**src/hdl/muldiv_pkg.sv**
```systemverilog
`default_nettype none

package muldiv_pkg;

    localparam int OP_W = 3;

    // funct3 codes of the M extension
    localparam logic [OP_W-1:0] OP_MUL    = 3'd0;
    localparam logic [OP_W-1:0] OP_MULH   = 3'd1;  // signed x signed, high half
    localparam logic [OP_W-1:0] OP_MULHSU = 3'd2;  // signed x unsigned, high half
    localparam logic [OP_W-1:0] OP_MULHU  = 3'd3;
    localparam logic [OP_W-1:0] OP_DIV    = 3'd4;  // bit 2 marks the divider
    localparam logic [OP_W-1:0] OP_DIVU   = 3'd5;  // bit 0 unsigned
    localparam logic [OP_W-1:0] OP_REM    = 3'd6;  // bit 1 remainder
    localparam logic [OP_W-1:0] OP_REMU   = 3'd7;

endpackage

`default_nettype wire

```
**src/hdl/muldiv_req_if.sv**
```systemverilog
`timescale 1ns/100ps
`default_nettype none

interface muldiv_req_if #(
    parameter int SIZE = 32
);

    logic                          start;
    logic [muldiv_pkg::OP_W-1:0]   op;
    logic [SIZE-1:0]               a;
    logic [SIZE-1:0]               b;

    modport issuer (
        output start,
        output op,
        output a,
        output b
    );

    modport engine (
        input start,
        input op,
        input a,
        input b
    );

endinterface

`default_nettype wire

```
**src/hdl/div_unsigned.sv**
```systemverilog
`timescale 1ns/100ps
`default_nettype none

module div_unsigned #(
    parameter int SIZE = 32
) (
    input  logic            clk,
    input  logic            rst_n,
    input  logic            start,
    input  logic [SIZE-1:0] dividend,
    input  logic [SIZE-1:0] divisor,
    output logic [SIZE-1:0] quotient,
    output logic [SIZE-1:0] remainder,
    output logic            busy,
    output logic            done,
    output logic            error
);

    localparam int CNT_W = $clog2(SIZE + 1);

    logic [CNT_W-1:0] count;
    logic [SIZE-1:0]  rem_q;
    logic [SIZE-1:0]  quo_q;   // shifts dividend out, quotient in
    logic [SIZE-1:0]  dsr_q;
    logic [SIZE:0]    trial;
    logic             accept;
    logic             running;

    assign accept  = start && !busy;
    assign running = busy && (count != CNT_W'(SIZE));
    assign trial   = {rem_q, quo_q[SIZE-1]} - {1'b0, dsr_q};  // msb set means borrow

    always_ff @(posedge clk or negedge rst_n) begin
        if (!rst_n) begin
            busy  <= 1'b0;
            done  <= 1'b0;
            error <= 1'b0;
            count <= '0;
        end else if (accept) begin
            busy  <= 1'b1;
            count <= '0;
            error <= (divisor == '0);
        end else if (running) begin
            count <= count + 1'b1;
        end else if (busy && !done) begin
            done <= 1'b1;
        end else if (done) begin
            done <= 1'b0;
            busy <= 1'b0;  // held through done so ready stays low
        end
    end

    always_ff @(posedge clk) begin
        if (accept) begin
            rem_q <= '0;
            quo_q <= dividend;
            dsr_q <= divisor;
        end else if (running) begin
            if (!trial[SIZE]) begin
                rem_q <= trial[SIZE-1:0];
                quo_q <= {quo_q[SIZE-2:0], 1'b1};
            end else begin
                rem_q <= {rem_q[SIZE-2:0], quo_q[SIZE-1]};  // restore
                quo_q <= {quo_q[SIZE-2:0], 1'b0};
            end
        end
    end

    assign quotient  = quo_q;
    assign remainder = rem_q;

endmodule

`default_nettype wire

```
**src/hdl/div_signed.sv**
```systemverilog
`timescale 1ns/100ps
`default_nettype none

module div_signed #(
    parameter int SIZE = 32
) (
    input  logic                clk,
    input  logic                rst_n,
    muldiv_req_if.engine        req,
    output logic                busy,
    output logic                done,
    output logic                error,
    output logic [SIZE-1:0]     value
);

    logic            is_signed;
    logic            a_neg;
    logic            b_neg;
    logic            accept;
    logic [SIZE-1:0] mag_a;
    logic [SIZE-1:0] mag_b;
    logic [SIZE-1:0] quo_u;
    logic [SIZE-1:0] rem_u;
    logic [SIZE-1:0] quo_fix;
    logic [SIZE-1:0] rem_fix;
    logic            quo_neg_q;
    logic            rem_neg_q;
    logic            want_rem_q;

    assign accept    = req.start && req.op[2] && !busy;
    assign is_signed = !req.op[0];
    assign a_neg     = is_signed && req.a[SIZE-1];
    assign b_neg     = is_signed && req.b[SIZE-1];
    assign mag_a     = a_neg ? -req.a : req.a;
    assign mag_b     = b_neg ? -req.b : req.b;

    always_ff @(posedge clk) begin
        if (accept) begin
            quo_neg_q  <= a_neg ^ b_neg;
            rem_neg_q  <= a_neg;         // remainder follows dividend sign
            want_rem_q <= req.op[1];
        end
    end

    div_unsigned #(
        .SIZE(SIZE)
    ) div_unsigned_inst (
        .clk       (clk),
        .rst_n     (rst_n),
        .start     (req.start && req.op[2]),
        .dividend  (mag_a),
        .divisor   (mag_b),
        .quotient  (quo_u),
        .remainder (rem_u),
        .busy      (busy),
        .done      (done),
        .error     (error)
    );

    // divide by zero keeps the all-ones quotient
    assign quo_fix = (quo_neg_q && !error) ? -quo_u : quo_u;
    assign rem_fix = rem_neg_q ? -rem_u : rem_u;
    assign value   = want_rem_q ? rem_fix : quo_fix;

endmodule

`default_nettype wire

```
**src/hdl/mul_shift_add.sv**
```systemverilog
`timescale 1ns/100ps
`default_nettype none

module mul_shift_add #(
    parameter int SIZE = 32
) (
    input  logic                clk,
    input  logic                rst_n,
    muldiv_req_if.engine        req,
    output logic                busy,
    output logic                done,
    output logic [SIZE-1:0]     value
);

    localparam int CNT_W = $clog2(SIZE + 1);

    logic [CNT_W-1:0]  count;
    logic              accept;
    logic              running;
    logic              a_signed;
    logic              b_signed;
    logic              a_neg;
    logic              b_neg;
    logic [SIZE-1:0]   mag_a;
    logic [SIZE-1:0]   mag_b;
    logic [2*SIZE-1:0] mcand_q;
    logic [SIZE-1:0]   mplier_q;
    logic [2*SIZE-1:0] acc_q;
    logic [2*SIZE-1:0] product;
    logic              neg_q;
    logic              low_q;

    assign accept   = req.start && !req.op[2] && !busy;
    assign running  = busy && (count != CNT_W'(SIZE));
    assign a_signed = (req.op == muldiv_pkg::OP_MULH) || (req.op == muldiv_pkg::OP_MULHSU);
    assign b_signed = (req.op == muldiv_pkg::OP_MULH);
    assign a_neg    = a_signed && req.a[SIZE-1];
    assign b_neg    = b_signed && req.b[SIZE-1];
    assign mag_a    = a_neg ? -req.a : req.a;
    assign mag_b    = b_neg ? -req.b : req.b;

    always_ff @(posedge clk or negedge rst_n) begin
        if (!rst_n) begin
            busy  <= 1'b0;
            done  <= 1'b0;
            count <= '0;
        end else if (accept) begin
            busy  <= 1'b1;
            count <= '0;
        end else if (running) begin
            count <= count + 1'b1;
        end else if (busy && !done) begin
            done <= 1'b1;
        end else if (done) begin
            done <= 1'b0;
            busy <= 1'b0;
        end
    end

    always_ff @(posedge clk) begin
        if (accept) begin
            mcand_q  <= {{SIZE{1'b0}}, mag_a};
            mplier_q <= mag_b;
            acc_q    <= '0;
            neg_q    <= a_neg ^ b_neg;
            low_q    <= (req.op == muldiv_pkg::OP_MUL);
        end else if (running) begin
            if (mplier_q[0]) begin
                acc_q <= acc_q + mcand_q;
            end
            mcand_q  <= mcand_q << 1;
            mplier_q <= mplier_q >> 1;  // lsb picks next partial product
        end
    end

    assign product = neg_q ? -acc_q : acc_q;
    assign value   = low_q ? product[SIZE-1:0] : product[2*SIZE-1:SIZE];

endmodule

`default_nettype wire

```
**src/hdl/muldiv_result_stage.sv**
```systemverilog
`timescale 1ns/100ps
`default_nettype none

module muldiv_result_stage #(
    parameter int SIZE = 32
) (
    input  logic                clk,
    input  logic                rst_n,
    muldiv_req_if.engine        req,
    input  logic                mul_done,
    input  logic                mul_busy,
    input  logic [SIZE-1:0]     mul_value,
    input  logic                div_done,
    input  logic                div_busy,
    input  logic                div_error,
    input  logic [SIZE-1:0]     div_value,
    output logic                ready,
    output logic                done,
    output logic                error,
    output logic [SIZE-1:0]     result
);

    logic is_div_q;
    logic finish;

    assign ready  = !mul_busy && !div_busy;
    assign finish = is_div_q ? div_done : mul_done;

    always_ff @(posedge clk or negedge rst_n) begin
        if (!rst_n) begin
            is_div_q <= 1'b0;
            done     <= 1'b0;
            error    <= 1'b0;
            result   <= '0;
        end else begin
            done <= 1'b0;
            if (req.start && ready) begin
                is_div_q <= req.op[2];  // class of the accepted op
            end
            if (finish) begin
                result <= is_div_q ? div_value : mul_value;
                error  <= is_div_q && div_error;
                done   <= 1'b1;
            end
        end
    end

endmodule

`default_nettype wire

```
**src/hdl/muldiv_unit.sv**
```systemverilog
`timescale 1ns/100ps
`default_nettype none

module muldiv_unit #(
    parameter int SIZE = 32
) (
    input  logic                          clk,
    input  logic                          rst_n,
    input  logic                          start,
    input  logic [muldiv_pkg::OP_W-1:0]   op,
    input  logic [SIZE-1:0]               a,
    input  logic [SIZE-1:0]               b,
    output logic                          ready,
    output logic                          done,
    output logic                          error,
    output logic [SIZE-1:0]               result
);

    logic            mul_done;
    logic            mul_busy;
    logic [SIZE-1:0] mul_value;
    logic            div_done;
    logic            div_busy;
    logic            div_error;
    logic [SIZE-1:0] div_value;

    muldiv_req_if #(.SIZE(SIZE)) req ();

    assign req.start = start && ready;  // no start while either engine runs
    assign req.op    = op;
    assign req.a     = a;
    assign req.b     = b;

    mul_shift_add #(
        .SIZE(SIZE)
    ) mul_shift_add_inst (
        .clk   (clk),
        .rst_n (rst_n),
        .req   (req),
        .busy  (mul_busy),
        .done  (mul_done),
        .value (mul_value)
    );

    div_signed #(
        .SIZE(SIZE)
    ) div_signed_inst (
        .clk   (clk),
        .rst_n (rst_n),
        .req   (req),
        .busy  (div_busy),
        .done  (div_done),
        .error (div_error),
        .value (div_value)
    );

    muldiv_result_stage #(
        .SIZE(SIZE)
    ) muldiv_result_stage_inst (
        .clk       (clk),
        .rst_n     (rst_n),
        .req       (req),
        .mul_done  (mul_done),
        .mul_busy  (mul_busy),
        .mul_value (mul_value),
        .div_done  (div_done),
        .div_busy  (div_busy),
        .div_error (div_error),
        .div_value (div_value),
        .ready     (ready),
        .done      (done),
        .error     (error),
        .result    (result)
    );

endmodule

`default_nettype wire

```
**config.mk**
```make
export PLATFORM = sky130hd
export DESIGN_NAME = muldiv_unit
export DESIGN_NICKNAME = d
export VERILOG_FILES = /design/src/hdl/muldiv_pkg.sv /design/src/hdl/muldiv_req_if.sv /design/src/hdl/div_unsigned.sv /design/src/hdl/div_signed.sv /design/src/hdl/mul_shift_add.sv /design/src/hdl/muldiv_result_stage.sv /design/src/hdl/muldiv_unit.sv
export SDC_FILE = /design/constraint.sdc
export NUM_CORES = 1
export LEC_CHECK = 0
export BUFFER_PORTS_ARGS = -buffer_cell sky130_fd_sc_hd__buf_2
export CAP_MARGIN = 20
export CORE_MARGIN = 3
export CORE_UTILIZATION = 57
export DETAILED_ROUTE_END_ITERATION = 7
export GPL_ROUTABILITY_DRIVEN = 0
export PLACE_DENSITY = 0.81
export SETUP_SLACK_MARGIN = 0.02
export SYNTH_ARGS = -nofsm -noshare
export SYNTH_HDL_FRONTEND = slang
export SYNTH_SLANG_ARGS = --single-unit
```
**constraint.sdc**
```tcl
create_clock -name clk -period 3.55 [get_ports clk]
set_input_delay 0.71 -clock clk [delete_from_list [all_inputs] [get_ports clk]]
set_output_delay 0.71 -clock clk [all_outputs]
set_load 0.05 [all_outputs]
```
# Word-level counts from Yosys, hierarchy flattened
# Index checks and enable logic that the tools add are counted.
[op_classes]
add_sub_neg = 9
n_eq_ne = 8
n_mux = 34
bitwise = 6
reduce_logical = 36
[ops]
columns = ["operator", "n"]
rows = [
  ["$mux W32", 16],
  ["$neg A32 Y32", 4],
  ["$add A64 B64 Y64", 1],
  ["$mux W64", 1],
  ["$neg A64 Y64", 1],
  ["$sub A33 B32 Y33", 1],
  ["$logic_not A32 Y1", 1],
  ["$mux W6", 4],
  ["$logic_and A1 B1 Y1", 17],
  ["$mux W1", 13],
  ["$add A6 B1 Y6 const B", 2],
  ["$ne A6 B6 Y1 const B", 2],
  ["$ne A2 B1 Y1 const B", 4],
  ["$reduce_bool A2 Y1", 4],
  ["$logic_not A1 Y1", 7],
  ["$reduce_and A2 Y1", 3],
  ["$reduce_and A3 Y1", 2],
  ["$not A1 Y1", 4],
  ["$eq A3 B1 Y1 const B", 1],
  ["$eq A3 B2 Y1 const B", 1],
  ["$logic_not A3 Y1", 1],
  ["$xor A1 B1 Y1", 2],
  ["$logic_or A1 B1 Y1", 1],
]
[totals]
register_bits = 313
input_bits = 70
word_cells = 116

# Depth between registers and ports, before layout
# Gate-level depths: netlist (run 1).
[depth]
ltp_word = 7
mapped_depth = 14

# Hierarchy
# A second synthesis (run 1) with hierarchy kept.
[unflattened]
cells_unflattened = 2919
area_unflattened_um2 = 24076.8
[by_module_without_submodules]
columns = ["module", "instances", "cells_per_inst", "area_each_um2", "seq_area_each_um2"]
rows = [
  ["mul_shift_add", 1, 1643, 12762.2, 4103.9],
  ["div_unsigned", 1, 652, 6017.0, 2787.7],
  ["div_signed", 1, 473, 3281.9, 90.1],
  ["muldiv_result_stage", 1, 150, 2009.4, 875.8],
  ["muldiv_unit", 1, 1, 6.3, 0.0],
]

# Worst setup path after synthesis (run 1)
# OpenSTA, ideal clock, no wires.
[synth_path]
kind = "reg2reg"
start = "register div_signed_inst.div_unsigned_inst.busy"
end = "register mul_shift_add_inst.done"
arrival_ns = 3.565
slack_ns = -0.223
path_stages_with_launch = 8
n_path_buf = 2
period_less_slack_ns = 3.773
cell_sequence = "dfrtp_1 > nor2_1 > nand2_1 > or2_2 > clkbuf_1 > clkbuf_1 > nand2_1 > o21ai_0"
[synth_via]
elab_chain_cells = 7
[synth_rtl]
columns = ["element", "line_no", "text"]
rows = [
  ["start, declared", "div_unsigned.sv:14", "output logic busy,"],
  ["start signal, assigned", "div_unsigned.sv:35", "busy <= 1'b0;"],
  ["start signal, assigned", "div_unsigned.sv:40", "busy <= 1'b1;"],
  ["start signal, assigned", "div_unsigned.sv:49", "busy <= 1'b0;"],
  ["$logic_not A1 Y1", "muldiv_result_stage.sv:26", "assign ready = !mul_busy && !div_busy;"],
  ["$logic_and A1 B1 Y1", "muldiv_result_stage.sv:26", ""],
  ["named net ready", "muldiv_unit.sv:13", "output logic ready,"],
  ["$logic_and A1 B1 Y1", "muldiv_unit.sv:29", "assign req.start = start && ready;"],
  ["$logic_and A1 B1 Y1 (2 in a row)", "mul_shift_add.sv:33", "assign accept = req.start && !req.op[2] && !busy;"],
  ["$not A1 Y1 (no line)", "-", ""],
  ["$reduce_and A2 Y1 (no line)", "-", ""],
  ["end signal, assigned", "mul_shift_add.sv:45", "done <= 1'b0;"],
  ["end signal, assigned", "mul_shift_add.sv:53", "done <= 1'b1;"],
  ["end signal, assigned", "mul_shift_add.sv:55", "done <= 1'b0;"],
  ["end, declared", "mul_shift_add.sv:11", "output logic done,"],
]
# The timed path passes the listed nets, and every way through them passes these cells.
# A chain may end at the register's enable or synchronous reset.

# Final worst setup path (run 1)
[layout_path]
start = "register mul_shift_add_inst.acc_q[15]"
end = "register muldiv_result_stage_inst.result[23]"
[layout_via]
elab_chain_cells = 4
[layout_rtl]
columns = ["element", "line_no", "text"]
rows = [
  ["start, declared", "mul_shift_add.sv:28", "logic [2*SIZE-1:0] acc_q;"],
  ["start signal, assigned", "mul_shift_add.sv:69", "acc_q <= acc_q + mcand_q;"],
  ["$neg A64 Y64", "mul_shift_add.sv:76", "assign product = neg_q ? -acc_q : acc_q;"],
  ["$mux W64", "mul_shift_add.sv:76", ""],
  ["$mux W32", "mul_shift_add.sv:77", "assign value = low_q ? product[SIZE-1:0] : product[2*SIZE-1:SIZE];"],
  ["$mux W32", "muldiv_result_stage.sv:41", "result <= is_div_q ? div_value : mul_value;"],
  ["end signal, assigned", "muldiv_result_stage.sv:41", ""],
  ["end, declared", "muldiv_result_stage.sv:20", "output logic [SIZE-1:0] result"],
]
# No other way between the ends.

==> out/summary.txt, run 1 <==
Most frequent cells in the layout: nand2_1 (445), o21ai_0 (267), nor2_1 (213)
I/O pins: 105
Placed Cells: 3,401
Input/output buffers: 104
Sw Pwr: 0.0117 W
Final cell count without fillers: 3,476
Logic gate share of total power: 54.9%
Mapped Avg Cell Area: 8.06 um2
Worst flop-to-flop path startpoint: mul_shift_add_inst.acc_q[15]
Final Cycle Share: 98.9%
Seq/Total Area, Yosys: 34.7%
Worst path most repeated cell: or4_4
Via/cell ratio: 6.40
Die Height: 205 um
Number of routed nets with antenna violations: 0
Setup violators final: 0
CP Data Arrival Time: 3960 ps
Layout cells sized above 1: 12.3%
GRT Total Usage: 32.8%
HP Class: in -> async
CP startpoint: mul_shift_add_inst.acc_q[15]
Largest vdd supply drop: 456 uV
DRT Wirelength: 70,500 um
CP Cell Sequence: or4_4 > nor4b_4 > or4b_4 > or3_4 > or4_4 > or2_4 > nand2_2 > xor2_1 > mux2i_1 > a221o_1
Antenna violations before repair: 3
Crit. End Element: flop
Die span in x: 205 um
Wire length of the first global-routing pass: 111,000 um
DR pass1 iterations: 8
Syn. warnings: 0
Final hold viol count: 0
Fill cells: 3,136
Post-synthesis instance total: 2,811
TritonCTS sink count: 313
DRT iter0 DRCs: 2,769
Crit-path slowest cell: or4_4
Critical path type: reg -> reg
Slew @ Worst Pin: 996 ps
Reg power frac: 29.3%
Total of max-cap violations: 0
Core area: 38,900 um2
P per Cell Area: 972 nW/um2
Worst endpoint required time: 4000 ps
Failing checks: design-rule violations
Num CTS Buffers: 37
# nets final: 3,104
Final Total Pwr: 0.0250 W
Clock-pin slew on the worst setup and hold paths: 60 ps
# hold bufs at CTS: 0
Vias: 22,200
CP Max Fanout: 5
Run status: finished, violations left
Vias in the first global route: 20,700
DR WL/cell: 20.3 um
Leading cell type in the layout, fill and taps excluded: nand2_1
GRT overflow: 0
Max stage delay on crit path: 560 ps
Pint: 0.0133 W
CP Launch Type: flop
Max-slew violation count: 0
Starting density of the core: 58.2%
Clock share of power: 15.9%
Row count: 72
Root Driver: clkbuf_16
Clock Latency Late Sink: 570 ps
Die area: 42,200 um2
H-tree depth: 2
Max Fclk: 285 MHz
Ys flop type: edfxtp_1
CTS tree: yes
RSZ-0062 raised after global routing: yes
Post-Syn Area: 22,700 um2
Switch share: 46.9%
Area Growth Syn to Fin: 13.6%
Largest net degree at the start of global routing: 84
Synth unique cells: 81
Net Count, Synth: 2,988
Post-DP HPWL: 52,500 um
Layout Skew: 16.4 ps
Min Tclk post-route: 3510 ps
Synth Register Bits: 313
Drt drc: 1
Number of synthesized flops with an enable pin: 133
Leak: 10.9 nW
Worst slew margin: 33.6%
CTS max path bufs: 3
Asr flop ratio synth: 16.6%
[path summary, 6_finish.rpt]
kind,endpoint,slack (ps),cells past startpoint
hold / removal,div_signed_inst.div_unsigned_inst.count[2],120,1
min in group clk,div_signed_inst.div_unsigned_inst.dsr_q[0],370,1
hold reg to reg,mul_shift_add_inst.mcand_q[41],460,2
max in group asynchronous,muldiv_result_stage_inst.is_div_q,2590,2
setup / recovery,muldiv_result_stage_inst.result[23],40,10
setup reg to reg,muldiv_result_stage_inst.result[23],40,10
[state kept, by name, indices dropped and copies added, names as in the netlist, 6 cells and up]
| register | count |
|---|---|
| mul_shift_add_inst.mcand_q | 64 |
| div_signed_inst.div_unsigned_inst.count | 6 |
| mul_shift_add_inst.acc_q | 64 |
| div_signed_inst.div_unsigned_inst.remainder | 32 |
| mul_shift_add_inst.count | 6 |
| div_signed_inst.div_unsigned_inst.quotient | 32 |
| mul_shift_add_inst.mplier_q | 32 |
| div_signed_inst.div_unsigned_inst.dsr_q | 32 |
| muldiv_result_stage_inst.result | 32 |
[worst max-delay path, delay by kind of cell (launching register included)]
kind,cells,cell delay [ps]
and+or+nand+nor,7,2520
DFF,1,310
AOI/OAI and AO/OA,1,310
xor gates and xnor gates,1,160
muxes,1,90
[power by group through the flow]
stage,registers [W],logic (W),clock network [W]
2_1_floorplan,0.00739,0.00871,0
3_3_place_gp,0.00719,0.0125,0
3_5_place_dp,0.00727,0.0130,0
4_1_cts,0.00721,0.0132,0.00399
5_1_grt,0.00745,0.0150,0.00415
6_report,0.00733,0.0137,0.00397
[cells in the mapped netlist, types with 18 or more instances]
master / number / area, um2
a211oi_1: 25 / 188
a21o_1: 55 / 413
a21oi_1: 215 / 1080
a31oi_1: 24 / 150
clkbuf_1: 144 / 541
dfrtp_1: 52 / 1300
dfxtp_1: 128 / 2560
edfxtp_1: 133 / 3990
ha_1: 105 / 1310
inv_1: 78 / 293
nand2_1: 447 / 1680
nand2b_1: 21 / 131
nand3_1: 93 / 465
nand4_1: 32 / 200
nor2_1: 213 / 800
nor2b_1: 19 / 119
nor3_1: 45 / 225
nor4_1: 22 / 138
o211ai_1: 18 / 135
o21ai_0: 275 / 1380
o31ai_1: 41 / 308
o41ai_1: 23 / 201
or3_1: 26 / 163
or4_1: 23 / 173
xnor2_1: 163 / 1430
xor2_1: 156 / 1370
[metrics by stage]
stage | setup TNS [ps] | utilization, % | hold WS [ps] | cell area, um2 | setup WS, ps
2_1_floorplan | 0 | - | 414 | 22700 | 64.3
3_3_place_gp | -68.1 | 62.3 | 446 | 24200 | -68.1
3_5_place_dp | -432 | 62.3 | 454 | 24200 | -83.7
4_1_cts | 0 | 65.6 | 123 | 25500 | 22.3
5_1_grt | -685 | 66.1 | 160 | 25700 | -87.6
6_report | 0 | 66.1 | 119 | 25700 | 39.7
[layer usage]
metal / global-route usage (%) / part of all wire (%) / vias to the layer above
li1: - / - / 10300
met1: 45.2 / 40 / 10400
met2: 49.6 / 43 / 1339
met3: 8.61 / 12 / 242
met4: 12.4 / 4.4 / 4
met5: 0 / 0.028 / -
[what timing repair did]
item	CTS	global route
buffers inserted	0	4
resized for setup	11	36
endpoints found under the hold margin	0	0
setup endpoints to repair	16	67
pin swaps	0	14
[layout make-up]
cell class                      instances  area [um2]  share of cell area [%]
Multi-Input combinational cell       2260       14100                    54.9
Clock inverter                         17         193                   0.749
Tap cell                              518         648                    2.52
Clock buffer                           51        1050                    4.08
Timing Repair Buffer                  236        1550                    6.02
Inverter                               79         297                    1.15
Antenna cell                            2        5.00                  0.0194
Sequential cell                       313        7860                    30.5
[cells by family after synthesis]
logic type      Yosys count  share of synthesized area, %
flops                   313                          34.7
xor+xnor                319                          12.3
compound gates          811                          22.0
mux                      19                         0.856
buf+inv                 238                          3.97
fa+ha+maj               107                          5.98
simple gates           1004                          20.2
No activity file was read; power rests on OpenSTA's default activity.
==> inputs of run 2 (changes only) <==
--- a/config.mk
+++ b/config.mk
@@ -8,7 +8,8 @@
 export BUFFER_PORTS_ARGS = -buffer_cell sky130_fd_sc_hd__buf_2
 export CAP_MARGIN = 20
 export CORE_MARGIN = 3
-export CORE_UTILIZATION = 57
+export CORE_UTILIZATION = 60
+export CTS_CLUSTER_SIZE = 20
 export DETAILED_ROUTE_END_ITERATION = 7
 export GPL_ROUTABILITY_DRIVEN = 0
 export PLACE_DENSITY = 0.81
==> constraint.sdc (replaced) <==
create_clock -name clk -period 3.7 [get_ports clk]
set_input_delay 0.74 -clock clk [delete_from_list [all_inputs] [get_ports clk]]
set_output_delay 0.74 -clock clk [all_outputs]
set_load 0.05 [all_outputs]
==> run 2 against run 1 <==
The flow now finishes without violations; clock power is 6.5% lower; wire length is 1.2% lower; hold slack better by 180 ps; core utilization is 3.0 points higher; largest cell class unchanged; combinational power is 4% lower; register-to-register slack better by 60 ps; sequential share of layout area is 0.28 points higher; non-clock buffer count is 15 lower; cell count is 0.89% lower; fmax is 2.5% lower; power is 4.7% lower; flip-flop and latch count stayed put.
==> out/summary.txt, run 2 (synthesis gave the netlist of run 1 again) <==
Run status: completed (was finished, violations left)
CP Launch Type: flop (unchanged)
Die Height: 200 um (was 205 um)
Slew @ Worst Pin: 945 ps (was 996 ps)
Wire length of the first global-routing pass: 110,000 um (was 111,000 um)
GR Util met2: 50.6% (was 49.6%)
Cell family with most CP delay: compound AO/OA/AOI/OAI gates (was simple AND/OR/NAND/NOR gates)
Total of max-cap violations: 0 (unchanged)
Leak: 10.8 nW (was 10.9 nW)
Top flop regs: mul_shift_add_inst.acc_q (64), mul_shift_add_inst.mcand_q (64) (unchanged)
CTS tree: yes (unchanged)
Vias in the first global route: 20,500 (was 20,700)
DRT Wirelength: 69,600 um (was 70,500 um)
H-tree depth: 2 (unchanged)
TritonCTS sink count: 313 (unchanged)
DRT iter0 DRCs: 2,869 (was 2,769)
Clock-pin slew on the worst setup and hold paths: 60 ps (about the same)
CTS max path bufs: 3 (unchanged)
Final hold viol count: 0 (unchanged)
Most frequent cells in the layout: nand2_1 (445), o21ai_0 (271), nor2_1 (213), a21oi_1 (213), xnor2_1 (162) (was nand2_1 (445), o21ai_0 (267), nor2_1 (213))
Hold_ws: 300 ps (was 119 ps)
Register area: 7860 um2 (about the same)
Crit. End Element: flop (unchanged)
Antenna violations before repair: 3 (unchanged)
Max Fclk: 278 MHz (was 285 MHz)
Num CTS Buffers: 38 (was 37)
Number of routed nets with antenna violations: 0 (unchanged)
Row count: 70 (was 72)
Final Total Pwr: 0.0239 W (was 0.0250 W)
Largest vdd supply drop: 552 uV (was 456 uV)
Critical path type: reg -> reg (unchanged)
CP Max Fanout: 3 (was 5)
# nets final: 3,090 (was 3,104)
Starting density of the core: 61.4% (was 58.2%)
RSZ-0062 raised after global routing: yes (unchanged)
Area Growth Syn to Fin: 12.6% (was 13.6%)
CP Cell Sequence: ha_1 > nand2_1 > o31ai_1 > o21bai_1 > a21oi_2 > o211ai_1 > a2111oi_1 > buf_4 > o21ai_0 > buf_4 > o311ai_0 > o21ai_0 > a22o_1 (was or4_4 > nor4b_4 > or4b_4 > or3_4 > or4_4 > or2_4 > nand2_2 > xor2_1 > mux2i_1 > a221o_1)
Min Tclk post-route: 3600 ps (was 3510 ps)
Max stage delay on crit path: 440 ps (was 560 ps)
M1 GR Usage: 46.8% (was 45.2%)
GRT overflow: 0 (unchanged)
Placed Cells: 3,372 (was 3,401)
Post-DP HPWL: 52,200 um (was 52,500 um)
GRT busiest layer: met2 (unchanged)
DR pass1 iterations: 6 (was 8)
P per Cell Area: 935 nW/um2 (was 972 nW/um2)
Via/cell ratio: 6.45 (was 6.40)
Finished Core Util: 69.2% (was 66.1%)
Footprint of the multi-input gates: 14,100 um2 (about the same)
Die area: 40,100 um2 (was 42,200 um2)
Root Driver: clkbuf_16 (unchanged)
CP bufs+invs: 2 (was 0)
Input/output buffers: 104 (unchanged)
Routing usage on met3: 7.85% (was 8.61%)
Worst endpoint required time: 4160 ps (was 4000 ps)
Final cell count without fillers: 3,445 (was 3,476)
Fill cells: 2,886 (was 3,136)
Layout Skew: 27.6 ps (was 16.4 ps)
Layout cells sized above 1: 11.4% (was 12.3%)
Setup violators final: 0 (unchanged)
Worst slew margin: 36.8% (was 33.6%)
Crit-path slowest cell: a2111oi_1 (was or4_4)
Clock Latency Late Sink: 570 ps (about the same)
Vias: 22,200 (about the same)
GRT Total Usage: 33.4% (was 32.8%)
CP Data Arrival Time: 4060 ps (was 3960 ps)
Largest net degree at the start of global routing: 84 (unchanged)
HP Class: in -> async (unchanged)
Die span in x: 200 um (was 205 um)
Drt drc: 0 (was 1)
DR WL/cell: 20.2 um (was 20.3 um)
I/O pins: 105 (unchanged)
Final Cycle Share: 97.3% (was 98.9%)
Diodes inserted: 0 (was 2)
Max-slew violation count: 0 (unchanged)
Core area: 36,900 um2 (was 38,900 um2)
Leading cell type in the layout, fill and taps excluded: nand2_1 (unchanged)
## run 2: cell count changes in the layout (fill, tap and decap cells not counted), sizes merged
| cell | change |
|---|---|
| buf | -15 |
| bufinv | -2 |
| clkbuf | -1 |
| clkinv | +2 |
| clkinvlp | +1 |
| diode | -2 |
## run 2: worst register-to-register path, stage by stage, from the launching register on
cell	delay, ps
edfxtp_1	420
ha_1	360
nand2_1	110
o31ai_1	370
o21bai_1	200
a21oi_2	210
o211ai_1	190
a2111oi_1	440
buf_4	190
o21ai_0	170
buf_4	200
o311ai_0	320
o21ai_0	140
a22o_1	190
## run 2: timing repair
item,CTS,global route
pin swaps,0,7
endpoints found under the setup margin,3,60
setup buffers,0,4
endpoints found under the hold margin,0,0
hold buffers,0,0
gates resized for setup,1,27
## run 2: area by class of cell
class,count,share of cell area [%]
well taps,504,2.47
multi-input cells,2260,55.1
clock buffers,50,4.18
flip-flops and latches,313,30.8
inverters,79,1.16
clock inverters,18,0.599
repair buffers,221,5.66
## run 2: through the flow
stage	TNS [ps]	area, um2	setup slack, ps
2_1_floorplan	0	22700	184
3_3_place_gp	0	24100	73.3
3_5_place_dp	-60.5	24100	-60.5
4_1_cts	0	25300	22.4
5_1_grt	-148	25500	-122
6_report	0	25500	99.2
## run 2: worst paths after layout
| kind | to | slack (ps) | cells past startpoint | startpoint |
|---|---|---|---|---|
| setup / recovery | mul_shift_add_inst.acc_q[53] | 100 | 13 | mul_shift_add_inst.mcand_q[4] |
| hold / removal | muldiv_result_stage_inst.result[19] | 300 | 1 | rst_n |
| setup reg to reg | mul_shift_add_inst.acc_q[53] | 100 | 13 | mul_shift_add_inst.mcand_q[4] |
| hold reg to reg | mul_shift_add_inst.mcand_q[36] | 450 | 2 | mul_shift_add_inst.mcand_q[35] |
| max in group asynchronous | mul_shift_add_inst.count[4] | 2610 | 2 | rst_n |
| min in group clk | div_signed_inst.div_unsigned_inst.dsr_q[0] | 430 | 1 | b[0] |
## run 2: where the power goes
group	internal, W	switching [W]	total [W]
registers	0.00538	0.00169	0.00707
logic	0.00505	0.00802	0.0131
clock network	0.00217	0.00154	0.00371
## run 2: layer usage
layer  vias to the layer above  share of wire, %  wire length [um]
met1                     10400                41             28500
met5                         -             0.069                48
met4                         4               3.8              2640
met2                      1332                43             30000
met3                       178                12              8440
li1                      10300                 -                 -
